--- src/hdl/conv_pkg.sv ---
package conv_pkg;

  ////////////////////////////////////////////////////////////
  // Pixel word and FP32 fields
  ////////////////////////////////////////////////////////////
  localparam int DATA_WIDTH = 32;
  localparam int EXP_WIDTH  = 8;
  localparam int MAN_WIDTH  = 23;
  localparam int EXP_BIAS   = 127;

  ////////////////////////////////////////////////////////////
  // Channel grouping and arithmetic pipeline
  ////////////////////////////////////////////////////////////

  // Planes summed per output pixel
  localparam int CHANNEL_NUM_IN = 3;

  // Cycles from fp_add valid_in to valid_out
  localparam int ADD_LATENCY = 3;

  // Operand class as seen by the adder
  // FP_HUGE covers the all-ones exponent (inf and NaN)
  typedef enum logic [1:0] {
    FP_ZERO   = 2'd0,
    FP_NORMAL = 2'd1,
    FP_HUGE   = 2'd2
  } fp_class_e;

endpackage

--- src/hdl/line_buffer.sv ---
`timescale 1ns/1ns

module line_buffer import conv_pkg::*; #(
  parameter int DEPTH = 64
) (
  input  logic                  clk,
  input  logic                  reset,
  input  logic                  valid_in,
  input  logic [DATA_WIDTH-1:0] data_in,
  output logic [DATA_WIDTH-1:0] data_out,
  output logic                  valid_out
);

  localparam int PTR_W = (DEPTH > 1) ? $clog2(DEPTH) : 1;
  localparam int CNT_W = $clog2(DEPTH + 1);

  logic [DATA_WIDTH-1:0] mem [DEPTH];
  logic [PTR_W-1:0]      wr_ptr;
  logic [CNT_W-1:0]      fill;
  logic                  full;

  assign full = (fill == CNT_W'(DEPTH));

  // Slot under the write pointer holds the sample from DEPTH strobes ago
  assign data_out  = mem[wr_ptr];
  assign valid_out = valid_in & full;

  always_ff @(posedge clk) begin
    if (valid_in) begin
      mem[wr_ptr] <= data_in;
    end
  end

  // Pointer wraps at DEPTH, fill count stops once full
  always_ff @(posedge clk) begin
    if (reset) begin
      wr_ptr <= '0;
      fill   <= '0;
    end else if (valid_in) begin
      if (wr_ptr == PTR_W'(DEPTH - 1)) begin
        wr_ptr <= '0;
      end else begin
        wr_ptr <= wr_ptr + 1'b1;
      end
      if (!full) begin
        fill <= fill + 1'b1;
      end
    end
  end

endmodule

--- src/hdl/channel_align.sv ---
`timescale 1ns/1ns

module channel_align import conv_pkg::*; #(
  parameter int IMAGE_WIDTH = 8
) (
  input  logic                  clk,
  input  logic                  reset,
  input  logic                  valid_in,
  input  logic [DATA_WIDTH-1:0] pxl_in,
  output logic [DATA_WIDTH-1:0] tap_0,
  output logic [DATA_WIDTH-1:0] tap_1,
  output logic [DATA_WIDTH-1:0] tap_2,
  output logic                  tap_valid
);

  localparam int PLANE_SIZE = IMAGE_WIDTH * IMAGE_WIDTH;
  localparam int PIX_W      = (PLANE_SIZE > 1) ? $clog2(PLANE_SIZE) : 1;
  localparam int PLANE_W    = $clog2(CHANNEL_NUM_IN);

  localparam logic [PIX_W-1:0]   LAST_PIX   = PIX_W'(PLANE_SIZE - 1);
  localparam logic [PLANE_W-1:0] LAST_PLANE = PLANE_W'(CHANNEL_NUM_IN - 1);

  logic [PIX_W-1:0]   pix_cnt;
  logic [PLANE_W-1:0] plane_idx;
  logic               take_taps;

  ////////////////////////////////////////////////////////////
  // Plane delay chain
  ////////////////////////////////////////////////////////////

  // Index 0 is the live input, index n is the plane n back
  logic [DATA_WIDTH-1:0]     chain_data [CHANNEL_NUM_IN];
  logic [CHANNEL_NUM_IN-1:0] chain_valid;

  assign chain_data[0]  = pxl_in;
  assign chain_valid[0] = valid_in;

  for (genvar i = 0; i < CHANNEL_NUM_IN - 1; i++) begin : g_chain
    line_buffer #(
      .DEPTH(PLANE_SIZE)
    ) u_line_buffer (
      .clk      (clk),
      .reset    (reset),
      .valid_in (chain_valid[i]),
      .data_in  (chain_data[i]),
      .data_out (chain_data[i+1]),
      .valid_out(chain_valid[i+1])
    );
  end

  ////////////////////////////////////////////////////////////
  // Pixel and plane position
  ////////////////////////////////////////////////////////////
  always_ff @(posedge clk) begin
    if (reset) begin
      pix_cnt   <= '0;
      plane_idx <= '0;
    end else if (valid_in) begin
      if (pix_cnt == LAST_PIX) begin
        pix_cnt <= '0;
        if (plane_idx == LAST_PLANE) begin
          plane_idx <= '0;
        end else begin
          plane_idx <= plane_idx + 1'b1;
        end
      end else begin
        pix_cnt <= pix_cnt + 1'b1;
      end
    end
  end

  // Third plane of a group, with both older planes present in the chain
  assign take_taps = chain_valid[CHANNEL_NUM_IN-1] && (plane_idx == LAST_PLANE);

  ////////////////////////////////////////////////////////////
  // Aligned tap registers
  ////////////////////////////////////////////////////////////
  always_ff @(posedge clk) begin
    if (take_taps) begin
      tap_0 <= chain_data[CHANNEL_NUM_IN-1];
      tap_1 <= chain_data[1];
      tap_2 <= chain_data[0];
    end
  end

  always_ff @(posedge clk) begin
    if (reset) begin
      tap_valid <= 1'b0;
    end else begin
      tap_valid <= take_taps;
    end
  end

endmodule

--- src/hdl/fp_add.sv ---
`timescale 1ns/1ns

module fp_add import conv_pkg::*; (
  input  logic                  clk,
  input  logic                  reset,
  input  logic                  valid_in,
  input  logic [DATA_WIDTH-1:0] in_a,
  input  logic [DATA_WIDTH-1:0] in_b,
  output logic [DATA_WIDTH-1:0] sum,
  output logic                  valid_out
);

  localparam int MANT_W  = MAN_WIDTH + 1;
  localparam int EXT_W   = MANT_W + 3;
  localparam int SUM_W   = EXT_W + 1;
  localparam int ALIGN_W = 2 * MANT_W + 2;
  localparam int LZ_W    = $clog2(SUM_W + 1);
  localparam int EXPN_W  = EXP_WIDTH + 2;
  localparam int EXP_INF = 2 * EXP_BIAS + 1;

  localparam logic [EXP_WIDTH-1:0] EXP_MAX = EXP_WIDTH'(EXP_INF);

  function automatic fp_class_e classify(input logic [EXP_WIDTH-1:0] e);
    fp_class_e c;
    if (e == '0) begin
      c = FP_ZERO;
    end else if (e == EXP_MAX) begin
      c = FP_HUGE;
    end else begin
      c = FP_NORMAL;
    end
    return c;
  endfunction

  function automatic logic [LZ_W-1:0] lzc(input logic [SUM_W-1:0] v);
    logic [LZ_W-1:0] n;
    logic            hit;
    n   = LZ_W'(SUM_W);
    hit = 1'b0;
    for (int i = SUM_W - 1; i >= 0; i--) begin
      if (!hit && v[i]) begin
        n   = LZ_W'(SUM_W - 1 - i);
        hit = 1'b1;
      end
    end
    return n;
  endfunction

  ////////////////////////////////////////////////////////////
  // Stage 1: classify, swap, align
  ////////////////////////////////////////////////////////////
  fp_class_e                cls_a, cls_b;
  logic [DATA_WIDTH-2:0]    mag_a, mag_b;
  logic                     swap;
  logic [DATA_WIDTH-1:0]    op_l, op_s;
  logic [MANT_W-1:0]        man_s;
  logic [EXP_WIDTH-1:0]     exp_diff;
  logic [ALIGN_W-1:0]       align_sh;
  logic [EXT_W-1:0]         man_s_al;

  logic                     s1_valid;
  logic                     s1_sign_l, s1_sign_s;
  logic [EXP_WIDTH-1:0]     s1_exp;
  logic [EXT_W-1:0]         s1_man_l, s1_man_s;
  fp_class_e                s1_cls_l, s1_cls_s;

  always_comb begin
    cls_a = classify(in_a[DATA_WIDTH-2 -: EXP_WIDTH]);
    cls_b = classify(in_b[DATA_WIDTH-2 -: EXP_WIDTH]);
    // Denormals drop to zero magnitude
    mag_a = (cls_a == FP_ZERO) ? '0 : in_a[DATA_WIDTH-2:0];
    mag_b = (cls_b == FP_ZERO) ? '0 : in_b[DATA_WIDTH-2:0];
    swap  = (mag_b > mag_a);
    op_l  = swap ? {in_b[DATA_WIDTH-1], mag_b} : {in_a[DATA_WIDTH-1], mag_a};
    op_s  = swap ? {in_a[DATA_WIDTH-1], mag_a} : {in_b[DATA_WIDTH-1], mag_b};
    man_s = (op_s[DATA_WIDTH-2:0] == '0) ? '0 : {1'b1, op_s[MAN_WIDTH-1:0]};
    exp_diff = op_l[DATA_WIDTH-2 -: EXP_WIDTH] - op_s[DATA_WIDTH-2 -: EXP_WIDTH];
    align_sh = {man_s, {(MANT_W + 2){1'b0}}} >> exp_diff;
    // Far-off operand only survives as sticky
    if (exp_diff > EXP_WIDTH'(MANT_W + 2)) begin
      man_s_al = {{(EXT_W - 1){1'b0}}, |man_s};
    end else begin
      man_s_al = {align_sh[ALIGN_W-1 -: MANT_W+2], |align_sh[MANT_W-1:0]};
    end
  end

  always_ff @(posedge clk) begin
    s1_sign_l <= op_l[DATA_WIDTH-1];
    s1_sign_s <= op_s[DATA_WIDTH-1];
    s1_exp    <= op_l[DATA_WIDTH-2 -: EXP_WIDTH];
    s1_man_l  <= (op_l[DATA_WIDTH-2:0] == '0) ? '0 : {1'b1, op_l[MAN_WIDTH-1:0], 3'b000};
    s1_man_s  <= man_s_al;
    s1_cls_l  <= swap ? cls_b : cls_a;
    s1_cls_s  <= swap ? cls_a : cls_b;
  end

  ////////////////////////////////////////////////////////////
  // Stage 2: magnitude add or subtract, leading zeros
  ////////////////////////////////////////////////////////////
  logic [SUM_W-1:0]     raw;
  logic                 s2_valid;
  logic                 s2_sign;
  logic [EXP_WIDTH-1:0] s2_exp;
  logic [SUM_W-1:0]     s2_raw;
  logic [LZ_W-1:0]      s2_lz;
  fp_class_e            s2_cls;

  always_comb begin
    if (s1_cls_s == FP_ZERO) begin
      raw = {1'b0, s1_man_l};
    end else if (s1_sign_l ^ s1_sign_s) begin
      raw = {1'b0, s1_man_l} - {1'b0, s1_man_s};
    end else begin
      raw = {1'b0, s1_man_l} + {1'b0, s1_man_s};
    end
  end

  always_ff @(posedge clk) begin
    s2_sign <= s1_sign_l;
    s2_exp  <= s1_exp;
    s2_raw  <= raw;
    s2_lz   <= lzc(raw);
    s2_cls  <= s1_cls_l;
  end

  ////////////////////////////////////////////////////////////
  // Stage 3: normalize, round, pack
  ////////////////////////////////////////////////////////////
  logic [EXT_W-1:0]         norm;
  logic [SUM_W-1:0]         norm_sh;
  logic signed [EXPN_W-1:0] exp_n, exp_r;
  logic                     round_up;
  logic [MANT_W:0]          mant_r;
  logic [MAN_WIDTH-1:0]     frac;
  logic [DATA_WIDTH-1:0]    res;

  always_comb begin
    exp_n   = $signed({2'b00, s2_exp});
    norm_sh = s2_raw << (s2_lz - 1'b1);
    if (s2_raw[SUM_W-1]) begin
      // Carry out, shift right one and fold the lost bit into sticky
      norm  = {s2_raw[SUM_W-1:2], s2_raw[1] | s2_raw[0]};
      exp_n = exp_n + 10'sd1;
    end else begin
      norm  = norm_sh[EXT_W-1:0];
      exp_n = exp_n + 10'sd1 - $signed({{(EXPN_W - LZ_W){1'b0}}, s2_lz});
    end
    // Nearest even on guard, round and sticky
    round_up = norm[2] & (norm[3] | norm[1] | norm[0]);
    mant_r   = {1'b0, norm[EXT_W-1:3]} + {{MANT_W{1'b0}}, round_up};
    exp_r    = mant_r[MANT_W] ? exp_n + 10'sd1 : exp_n;
    frac     = mant_r[MANT_W] ? '0 : mant_r[MAN_WIDTH-1:0];
    if (s2_cls == FP_HUGE || exp_r >= EXP_INF) begin
      res = {s2_sign, EXP_MAX, {MAN_WIDTH{1'b0}}};
    end else if (s2_raw == '0 || exp_r <= 0) begin
      res = '0;
    end else begin
      res = {s2_sign, exp_r[EXP_WIDTH-1:0], frac};
    end
  end

  always_ff @(posedge clk) begin
    sum <= res;
  end

  always_ff @(posedge clk) begin
    if (reset) begin
      s1_valid  <= 1'b0;
      s2_valid  <= 1'b0;
      valid_out <= 1'b0;
    end else begin
      s1_valid  <= valid_in;
      s2_valid  <= s1_valid;
      valid_out <= s2_valid;
    end
  end

endmodule

--- src/hdl/channel_sum_tree.sv ---
`timescale 1ns/1ns

module channel_sum_tree import conv_pkg::*; (
  input  logic                  clk,
  input  logic                  reset,
  input  logic [DATA_WIDTH-1:0] tap_0,
  input  logic [DATA_WIDTH-1:0] tap_1,
  input  logic [DATA_WIDTH-1:0] tap_2,
  input  logic                  tap_valid,
  output logic [DATA_WIDTH-1:0] sum,
  output logic                  valid_out
);

  logic [DATA_WIDTH-1:0] partial;
  logic                  partial_valid;

  // tap_2 held back to meet the first partial sum
  logic [DATA_WIDTH-1:0] tap2_dly [ADD_LATENCY];

  ////////////////////////////////////////////////////////////
  // First adder on the two older planes
  ////////////////////////////////////////////////////////////
  fp_add u_fp_add_0 (
    .clk      (clk),
    .reset    (reset),
    .valid_in (tap_valid),
    .in_a     (tap_0),
    .in_b     (tap_1),
    .sum      (partial),
    .valid_out(partial_valid)
  );

  // Free-running shift, so the newest tap lines up with any pulse pattern
  always_ff @(posedge clk) begin
    tap2_dly[0] <= tap_2;
    for (int i = 1; i < ADD_LATENCY; i++) begin
      tap2_dly[i] <= tap2_dly[i-1];
    end
  end

  ////////////////////////////////////////////////////////////
  // Second adder adds in the newest plane
  ////////////////////////////////////////////////////////////
  fp_add u_fp_add_1 (
    .clk      (clk),
    .reset    (reset),
    .valid_in (partial_valid),
    .in_a     (partial),
    .in_b     (tap2_dly[ADD_LATENCY-1]),
    .sum      (sum),
    .valid_out(valid_out)
  );

endmodule

--- src/hdl/conv_3channel_adder.sv ---
`timescale 1ns/1ns

module conv_3channel_adder import conv_pkg::*; #(
  parameter int IMAGE_WIDTH = 8
) (
  input  logic                  clk,
  input  logic                  reset,
  input  logic                  valid_in,
  input  logic [DATA_WIDTH-1:0] pxl_in,
  output logic [DATA_WIDTH-1:0] pxl_out,
  output logic                  valid_out
);

  logic [DATA_WIDTH-1:0] tap_0;
  logic [DATA_WIDTH-1:0] tap_1;
  logic [DATA_WIDTH-1:0] tap_2;
  logic                  tap_valid;

  // Lines up pixel k of the three planes in a group
  channel_align #(
    .IMAGE_WIDTH(IMAGE_WIDTH)
  ) u_channel_align (
    .clk      (clk),
    .reset    (reset),
    .valid_in (valid_in),
    .pxl_in   (pxl_in),
    .tap_0    (tap_0),
    .tap_1    (tap_1),
    .tap_2    (tap_2),
    .tap_valid(tap_valid)
  );

  channel_sum_tree u_channel_sum_tree (
    .clk      (clk),
    .reset    (reset),
    .tap_0    (tap_0),
    .tap_1    (tap_1),
    .tap_2    (tap_2),
    .tap_valid(tap_valid),
    .sum      (pxl_out),
    .valid_out(valid_out)
  );

endmodule

--- config.mk ---
export PLATFORM = sky130hd
export DESIGN_NAME = conv_3channel_adder
export DESIGN_NICKNAME = d
export VERILOG_FILES = /design/src/hdl/conv_pkg.sv /design/src/hdl/line_buffer.sv /design/src/hdl/channel_align.sv /design/src/hdl/fp_add.sv /design/src/hdl/channel_sum_tree.sv /design/src/hdl/conv_3channel_adder.sv
export SDC_FILE = /design/constraint.sdc
export NUM_CORES = 2
export LEC_CHECK = 0
export BUFFER_PORTS_ARGS = -buffer_cell sky130_fd_sc_hd__buf_2
export CORE_ASPECT_RATIO = 0.8
export CORE_UTILIZATION = 45
export DETAILED_ROUTE_END_ITERATION = 16
export PLACE_DENSITY = 0.62
export SETUP_SLACK_MARGIN = 0.1
export SYNTH_ARGS = -nofsm -noshare
export SYNTH_HDL_FRONTEND = slang
export SYNTH_HIERARCHICAL = 1
export SYNTH_MEMORY_MAX_BITS = 65536
export SYNTH_SLANG_ARGS = --single-unit
--- constraint.sdc ---
create_clock -name clk -period 6.6 [get_ports clk]
set_input_delay 0.33 -clock clk [delete_from_list [all_inputs] [get_ports clk]]
set_output_delay 0.33 -clock clk [all_outputs]
set_load 0.05 [all_outputs]
## Yosys cells after proc, flatten, opt, wreduce, memory -nomap -nowiden

Memories as Yosys holds them, arrays and structs flattened. A register that Yosys moved wholly into a read port is not among the register bits.
Index checks and enable logic that the tools add are counted.

| cells by class | value |
|---|---|
| $add $sub $neg | 22 |
| $mul | 0 |
| div/mod/pow operators | 0 |
| order comparisons | 8 |
| equal/unequal tests | 12 |
| shift-type cells | 4 |
| muxes and demuxes | 160 |
| bitwise logic cells | 14 |
| reduce and logical (&&, ||, !) cells | 144 |

Operators with widths:

| operator | number |
|---|---|
| $mux W32 | 8 |
| $mux W5 | 32 |
| $logic_not A31 Y1 | 4 |
| $mux W31 | 4 |
| $mux W28 | 4 |
| $mux W27 | 4 |
| $shr A50 B8 Y50 | 2 |
| $reduce_or A24 Y1 | 4 |
| $mux W4 | 16 |
| $gt A31 B31 Y1 | 2 |
| $mux W1 | 62 |
| $add A27 B27 Y28 | 2 |
| $logic_not A28 Y1 | 2 |
| $shl A28 B5 Y27 | 2 |
| $sub A27 B27 Y28 | 2 |
| $logic_and A1 B1 Y1 | 55 |
| $logic_not A1 Y1 | 54 |
| $add A24 B1 Y25 | 2 |
| $mux W24 | 2 |
| $mux W23 | 2 |
| $mux W10 | 4 |
| $mux W2 | 17 |
| $eq A8 B8 Y1 const B | 4 |
| $logic_not A8 Y1 | 4 |
| 26 further kinds | 70 |

| word-level totals | value |
|---|---|
| register bits | 393 |
| bits in latches | 0 |
| bits in writable memories | 4,192 |
| bits in read-only memories | 0 |
| bits of input ports | 35 |
| output and inout port bits | 33 |
| word-level logic and storage cells | 422 |
| memories kept | 3 |

Memory list:

| memory | depth | width | read ports | clocked after memory_dff | write ports | line | RTL |
|---|---|---|---|---|---|---|---|
| u_channel_align.g_chain[0].u_line_buffer.mem | 64 | 32 | 1 | 1 | 1 | line_buffer.sv:17 | `logic [DATA_WIDTH-1:0] mem [DEPTH];` |
| u_channel_align.g_chain[1].u_line_buffer.mem | 64 | 32 | 1 | 1 | 1 | line_buffer.sv:17 |  |
| u_channel_sum_tree.tap2_dly | 3 | 32 | 3 | 0 | 3 | channel_sum_tree.sv:18 | `logic [DATA_WIDTH-1:0] tap2_dly [ADD_LATENCY];` |

## Logic depth before layout (Yosys ltp)

| logic depth | value |
|---|---|
| word-level depth | 85 |
| gate-level depth with buffers | 30 |

## Hierarchy

The synthesis kept the hierarchy.

Modules (own cells, without submodules):

| module | times used | cells each | area each (µm²) | seq. area each (µm²) |
|---|---|---|---|---|
| line_buffer (u_channel_align.g_chain[1].u_line_buffer) | 1 | 3,264 | 78,879.4 | 61,879.3 |
| line_buffer (u_channel_align.g_chain[0].u_line_buffer) | 1 | 3,585 | 78,876.9 | 61,879.3 |
| fp_add (u_channel_sum_tree.u_fp_add_1) | 1 | 1,670 | 13,335.3 | 2,882.8 |
| fp_add (u_channel_sum_tree.u_fp_add_0) | 1 | 1,645 | 13,002.5 | 2,882.8 |
| channel_align | 1 | 137 | 3,270.6 | 3,062.9 |
| channel_sum_tree | 1 | 96 | 1,921.8 | 1,921.8 |

## Least setup slack after synthesis

Ideal clock, no wire load.

| timing path | value |
|---|---|
| path kind | reg2reg |
| start point | register u_channel_sum_tree.u_fp_add_0.sum[27] |
| end point | register u_channel_sum_tree.u_fp_add_1.s1_man_s[0] |
| arrival time | 6.629 ns |
| slack | -0.154 ns |
| cell stages (with the launch flop) | 30 |
| buffers on the path | 8 |
| period minus slack after synthesis | 6.754 ns |
| cell sequence | dfxtp_1 > nor4_1 > nand2_1 > clkbuf_1 > clkbuf_1 > buf_1 > nand2_1 > ha_1 > nand2_1 > o21ai_0 > a2111oi_2 > a21oi_1 > o21ai_2 > buf_2 > buf_2 > buf_2 > clkbuf_1 > a21oi_1 > ha_1 > a21oi_1 > o211ai_1 > or3_1 > clkbuf_1 > nand2_2 > mux4_2 > mux4_2 > a2111oi_0 > o2111ai_1 > o31ai_1 > a31oi_1 |

| on the way | value |
|---|---|
| word-level cells in the longest chain between the ends | 12 |
| elaborated cells between the ends (all ways) | 17 |

Ends and longest elaborated chain:

| element | line | RTL |
|---|---|---|
| start: declaration | fp_add.sv:9 | `output logic [DATA_WIDTH-1:0] sum,` |
| start signal: assignment | fp_add.sv:163 | `sum <= res;` |
| $eq A8 B8 Y1 | fp_add.sv:27 | `end else if (e == EXP_MAX) begin` |
| $mux W2 | fp_add.sv:27 |  |
| $mux W2 | fp_add.sv:25 | `if (e == '0) begin` |
| $logic_not A2 Y1 | fp_add.sv:71 | `mag_a = (cls_a == FP_ZERO) ? '0 : in_a[DATA_WIDTH-2:0];` |
| $mux W31 (*) | fp_add.sv:71 |  |
| branches (longest 6 deep; another with $gt A31 B31 Y1) | n/a |  |
| $mux W1 (*) | fp_add.sv:80 | `if (exp_diff > EXP_WIDTH'(MANT_W + 2)) begin` |
| net u_channel_sum_tree.u_fp_add_1.man_s_al[0] | fp_add.sv:59 | `logic [EXT_W-1:0] man_s_al;` |
| end signal: assignment | fp_add.sv:92 | `s1_man_s <= man_s_al;` |
| end: declaration | fp_add.sv:64 | `logic [EXT_W-1:0] s1_man_l, s1_man_s;` |

Mark *: on every way through the listed nets, which the timed path passes.
A chain may end at the register's enable or synchronous reset.

## Worst setup path after layout

| timing path | value |
|---|---|
| start point | register u_channel_align.tap_1[30] |
| end point | register u_channel_sum_tree.u_fp_add_0.s1_man_s[0] |

| on the way | value |
|---|---|
| word-level cells in the longest chain between the ends | 12 |
| elaborated cells between the ends (all ways) | 17 |

Ends and longest elaborated chain:

| element | line | RTL |
|---|---|---|
| start: declaration | channel_align.sv:11 | `output logic [DATA_WIDTH-1:0] tap_1,` |
| start signal: assignment | channel_align.sv:81 | `tap_1 <= chain_data[1];` |
| $eq A8 B8 Y1 | fp_add.sv:27 |  |
| $mux W2 | fp_add.sv:27 |  |
| $mux W2 | fp_add.sv:25 |  |
| $logic_not A2 Y1 | fp_add.sv:72 | `mag_b = (cls_b == FP_ZERO) ? '0 : in_b[DATA_WIDTH-2:0];` |
| $mux W31 (*) | fp_add.sv:72 |  |
| branches (longest 6 deep; another with $gt A31 B31 Y1) | n/a |  |
| $mux W1 (*) | fp_add.sv:80 |  |
| net u_channel_sum_tree.u_fp_add_0.man_s_al[0] | fp_add.sv:59 |  |
| end signal: assignment | fp_add.sv:92 |  |
| end: declaration | fp_add.sv:64 |  |

Marks and branches as above.

==> flow_summary.json <==
{
  "max_stage_delay_ns": 0.50,
  "cts_buffers": 439,
  "synth_commonest_cells": "4192 x edfxtp_1, 1114 x mux4_2, 516 x nor2_1",
  "rsz0062_at_grt": "yes",
  "synth_area_um2": 189000,
  "gr-total-overflow": 0,
  "fmax_mhz": 158,
  "path_max_fanout": 25,
  "viasPerCell": 6.13,
  "wirelength_um": 521000,
  "cp.required_ns": 7.40,
  "finalPower_uw": 58700,
  "setup_slack_ns": 0.270,
  "synth.top_cell.area_share_pct": 66.5,
  "crit_type": "flop to flop",
  "violations": "max-capacitance violations",
  "synth_flop_cell": "edfxtp_1",
  "avgSynthCellArea_um2": 18.2,
  "synthMostInstantiatedCell": "edfxtp_1",
  "h-tree-depth": 5,
  "synth-edff-count": 4192,
  "postSynthCellCount": 10400,
  "grt_pass1_vias": 102000,
  "drc": 0,
  "cts_tree": "built",
  "final_area_um2": 213000,
  "dieHeight_um": 582,
  "start_util_pct": 45.3,
  "crit_slowest_cell": "mux4_2",
  "antenna_found_initial": 50,
  "slew_headroom_pct": 1.17,
  "maxCapViolations": 1,
  "wl_per_cell_um": 31.0,
  "yosysSeqAreaShare_pct": 71.1,
  "synth_cell_types": 118,
  "coreArea_um2": 418000,
  "hold_violations": 0,
  "power_per_cell_area_nw_per_um2": 276,
  "critPathCaptureType": "flop",
  "port_buffers": 67,
  "report.final.slew_viol_count": 0,
  "clk_pin_slew_ns": 0.06,
  "period_share_pct": 95.9,
  "cts_root_buffer": "clkbuf_16",
  "worst_pin_slew_ns": 1.47,
  "gp_congestion": 0.888,
  "postCtsSetupRepairBufs": 0,
  "area_delta_synth_final_pct": 12.6,
  "pre_cts_ws_ns": 0.144,
  "outcome": "finished, violations left",
  "synthArstFlopShare_pct": 0,
  "post-dp-hpwl_um": 312000,
  "synthTopCellsByArea": "edfxtp_1 67%, mux4_2 13%, dfxtp_1 4.6%, mux2i_1 1.8%, nor2_1 1.0%",
  "holdCritStartpoint": "pxl_in[0]",
  "fin_skew_ns": 0.101,
  "die_area_um2": 423000,
  "dpl_cell_area_um2": 199000,
  "clk-insertion-delay-late_ns": 1.04,
  "crit_start": "u_channel_align/tap_1[30]",
  "setup_violations": 0,
  "vias": 103000,
  "min_path_type": "primary input to flop",
  "peakVddDrop_mv": 0.228,
  "p_leak_uw": 0.0674,
  "setup_tns_ns": 0,
  "syn-num-nets": 10600,
  "io_pins": 68,
  "r2r_start": "u_channel_align/tap_1[30]",
  "final_layout_size_suffix_gt1_share_pct": 24.4,
  "row_count": 212,
  "path_cells": "nor4_1 > nand2_2 > buf_4 > and2_0 > ha_1 > nand4_1 > nor4_1 > nand3_1 > o21ai_4 > mux2i_2 > inv_1 > ha_1 > nor3_1 > a22oi_2 > xnor2_4 > buf_8 > mux2i_1 > mux4_2 > a21oi_1 > nand3b_1 > a2111oi_0 > a22oi_1",
  "grt_usage_pct": 24.2,
  "fin_crit_ns": 6.33,
  "detail_route.iter0.violations": 13500,
  "cp-start-kind": "flop",
  "die_w_um": 727,
  "grt_pass1_wl_um": 746000,
  "antenna_left": 0,
  "clk_path_buf_depth": 4,
  "yosys_warnings": 6,
  "arrival_ns": 7.13,
  "dr.pass1.iters": 6,
  "cts_sinks": 4623,
  "grt_max_degree": 128,
  "nets": 11000,
  "ys_seq_elements": 4623,
  "yosysTopAreaCell": "edfxtp_1"
}
==> cell type report <==
type	count	area, µm²
Antenna cell	27	67.6
Clock buffer	557	11700
Clock inverter	257	2150
Fill cell	33200	205000
Inverter	171	647
Multi-Input combinational cell	5026	52600
Sequential cell	4623	135000
Tap cell	5564	6960
Timing Repair Buffer	562	4480
==> stage by stage <==
| stage | instances | hold WS, ns | util [%] |
|---|---|---|---|
| 6_report | 16800 | 0.0599 | 51.0 |
| 5_1_grt | 16800 | 0.0525 | 51.0 |
| 4_1_cts | 16800 | 0.00116 | 51.0 |
| 3_5_place_dp | 15900 | 0.312 | 47.6 |
| 3_3_place_gp | 15900 | 0.312 | 47.6 |
| 2_1_floorplan | 10400 | 0.310 | - |
==> per-layer routing <==
layer	global-route usage (%)	vias up	routed length, µm
met4	4.81	6	10100
met5	0.498	-	329
met2	37.2	4681	238000
li1	-	43200	-
met3	4.59	653	48700
met1	36.4	54400	224000
==> flip-flops by register name, indices dropped and copies added, names as in the netlist, 14 cells and up, named ones only <==
signal,cells
u_channel_align/g_chain.u_line_buffer/fill,14
u_channel_align/g_chain.u_line_buffer/mem,4096
u_channel_align/tap_0,32
u_channel_align/tap_1,32
u_channel_align/tap_2,32
u_channel_sum_tree/tap2_dly,96
u_channel_sum_tree/u_fp_add_0/s1_man_l,24
u_channel_sum_tree/u_fp_add_0/s1_man_s,27
u_channel_sum_tree/u_fp_add_0/s2_raw,28
u_channel_sum_tree/u_fp_add_0/sum,32
u_channel_sum_tree/u_fp_add_1/s1_man_l,24
u_channel_sum_tree/u_fp_add_1/s1_man_s,27
u_channel_sum_tree/u_fp_add_1/s2_raw,28
u_channel_sum_tree/u_fp_add_1/sum,32
==> what timing repair did <==
| action | 4_1_cts | 5_1_grt |
|---|---|---|
| hold buffers | 11 | 0 |
| endpoints found under the setup margin | 0 | 12 |
| resized for setup | 0 | 14 |
| hold endpoints to repair | 159 | 0 |
==> worst paths after layout <==
check,to,slack (ns),cells after the start
worst min register to register,u_channel_sum_tree/tap2_dly[0][75],0.32,0
worst min-delay path,flop,0.06,2
worst max register to register,u_channel_sum_tree/u_fp_add_0/s1_man_s[0],0.27,22
worst max-delay path,u_channel_sum_tree/u_fp_add_0/s1_man_s[0],0.27,22
==> layout by cell type, fill, tap and decap left out, types with 102 or more instances in the layout <==
cell          n
clkbuf_16   447
inv_1       166
nand2_1     488
clkbuf_1    102
clkinv_1    103
mux2_2      148
dfxtp_1     422
buf_4       450
mux2i_1     341
nor2_1      393
xnor2_1     102
o21ai_0     251
nor2_4      122
edfxtp_1   4192
a21oi_1     269
ha_1        141
nand3_1     139
mux4_2     1114
==> cells by family after synthesis <==
kind of cell | Yosys count | share of synthesized area (%)
fa+ha+maj | 143 | 0.953
simple gates | 1801 | 4.66
xor+xnor | 207 | 0.974
mux | 1605 | 15.9
buf+inv | 748 | 1.83
compound gates | 1270 | 4.57
flops | 4623 | 71.1
==> worst max-delay path, delay by kind of cell, from the launching register on <==
kind | cells | cell delay [ns]
AND/OR/NAND/NOR | 8 | 2.13
AO/OA/AOI/OAI | 5 | 1.03
multiplexers | 3 | 1.00
adder cells (fa/ha/maj) | 2 | 0.58
buffers and inverters | 3 | 0.56
flip-flops | 1 | 0.44
XOR/XNOR | 1 | 0.40
==> power breakdown <==
part / total [µW] / switching, µW / leakage, µW / internal (µW)
clock network: 24500 / 11000 / 0.00676 / 13500
logic: 1900 / 1400 / 0.0194 / 502
registers: 32300 / 26.3 / 0.0413 / 32300
total: 58700 / 12400 / 0.0674 / 46300
Note: power is estimated with default switching activity, not from simulation.
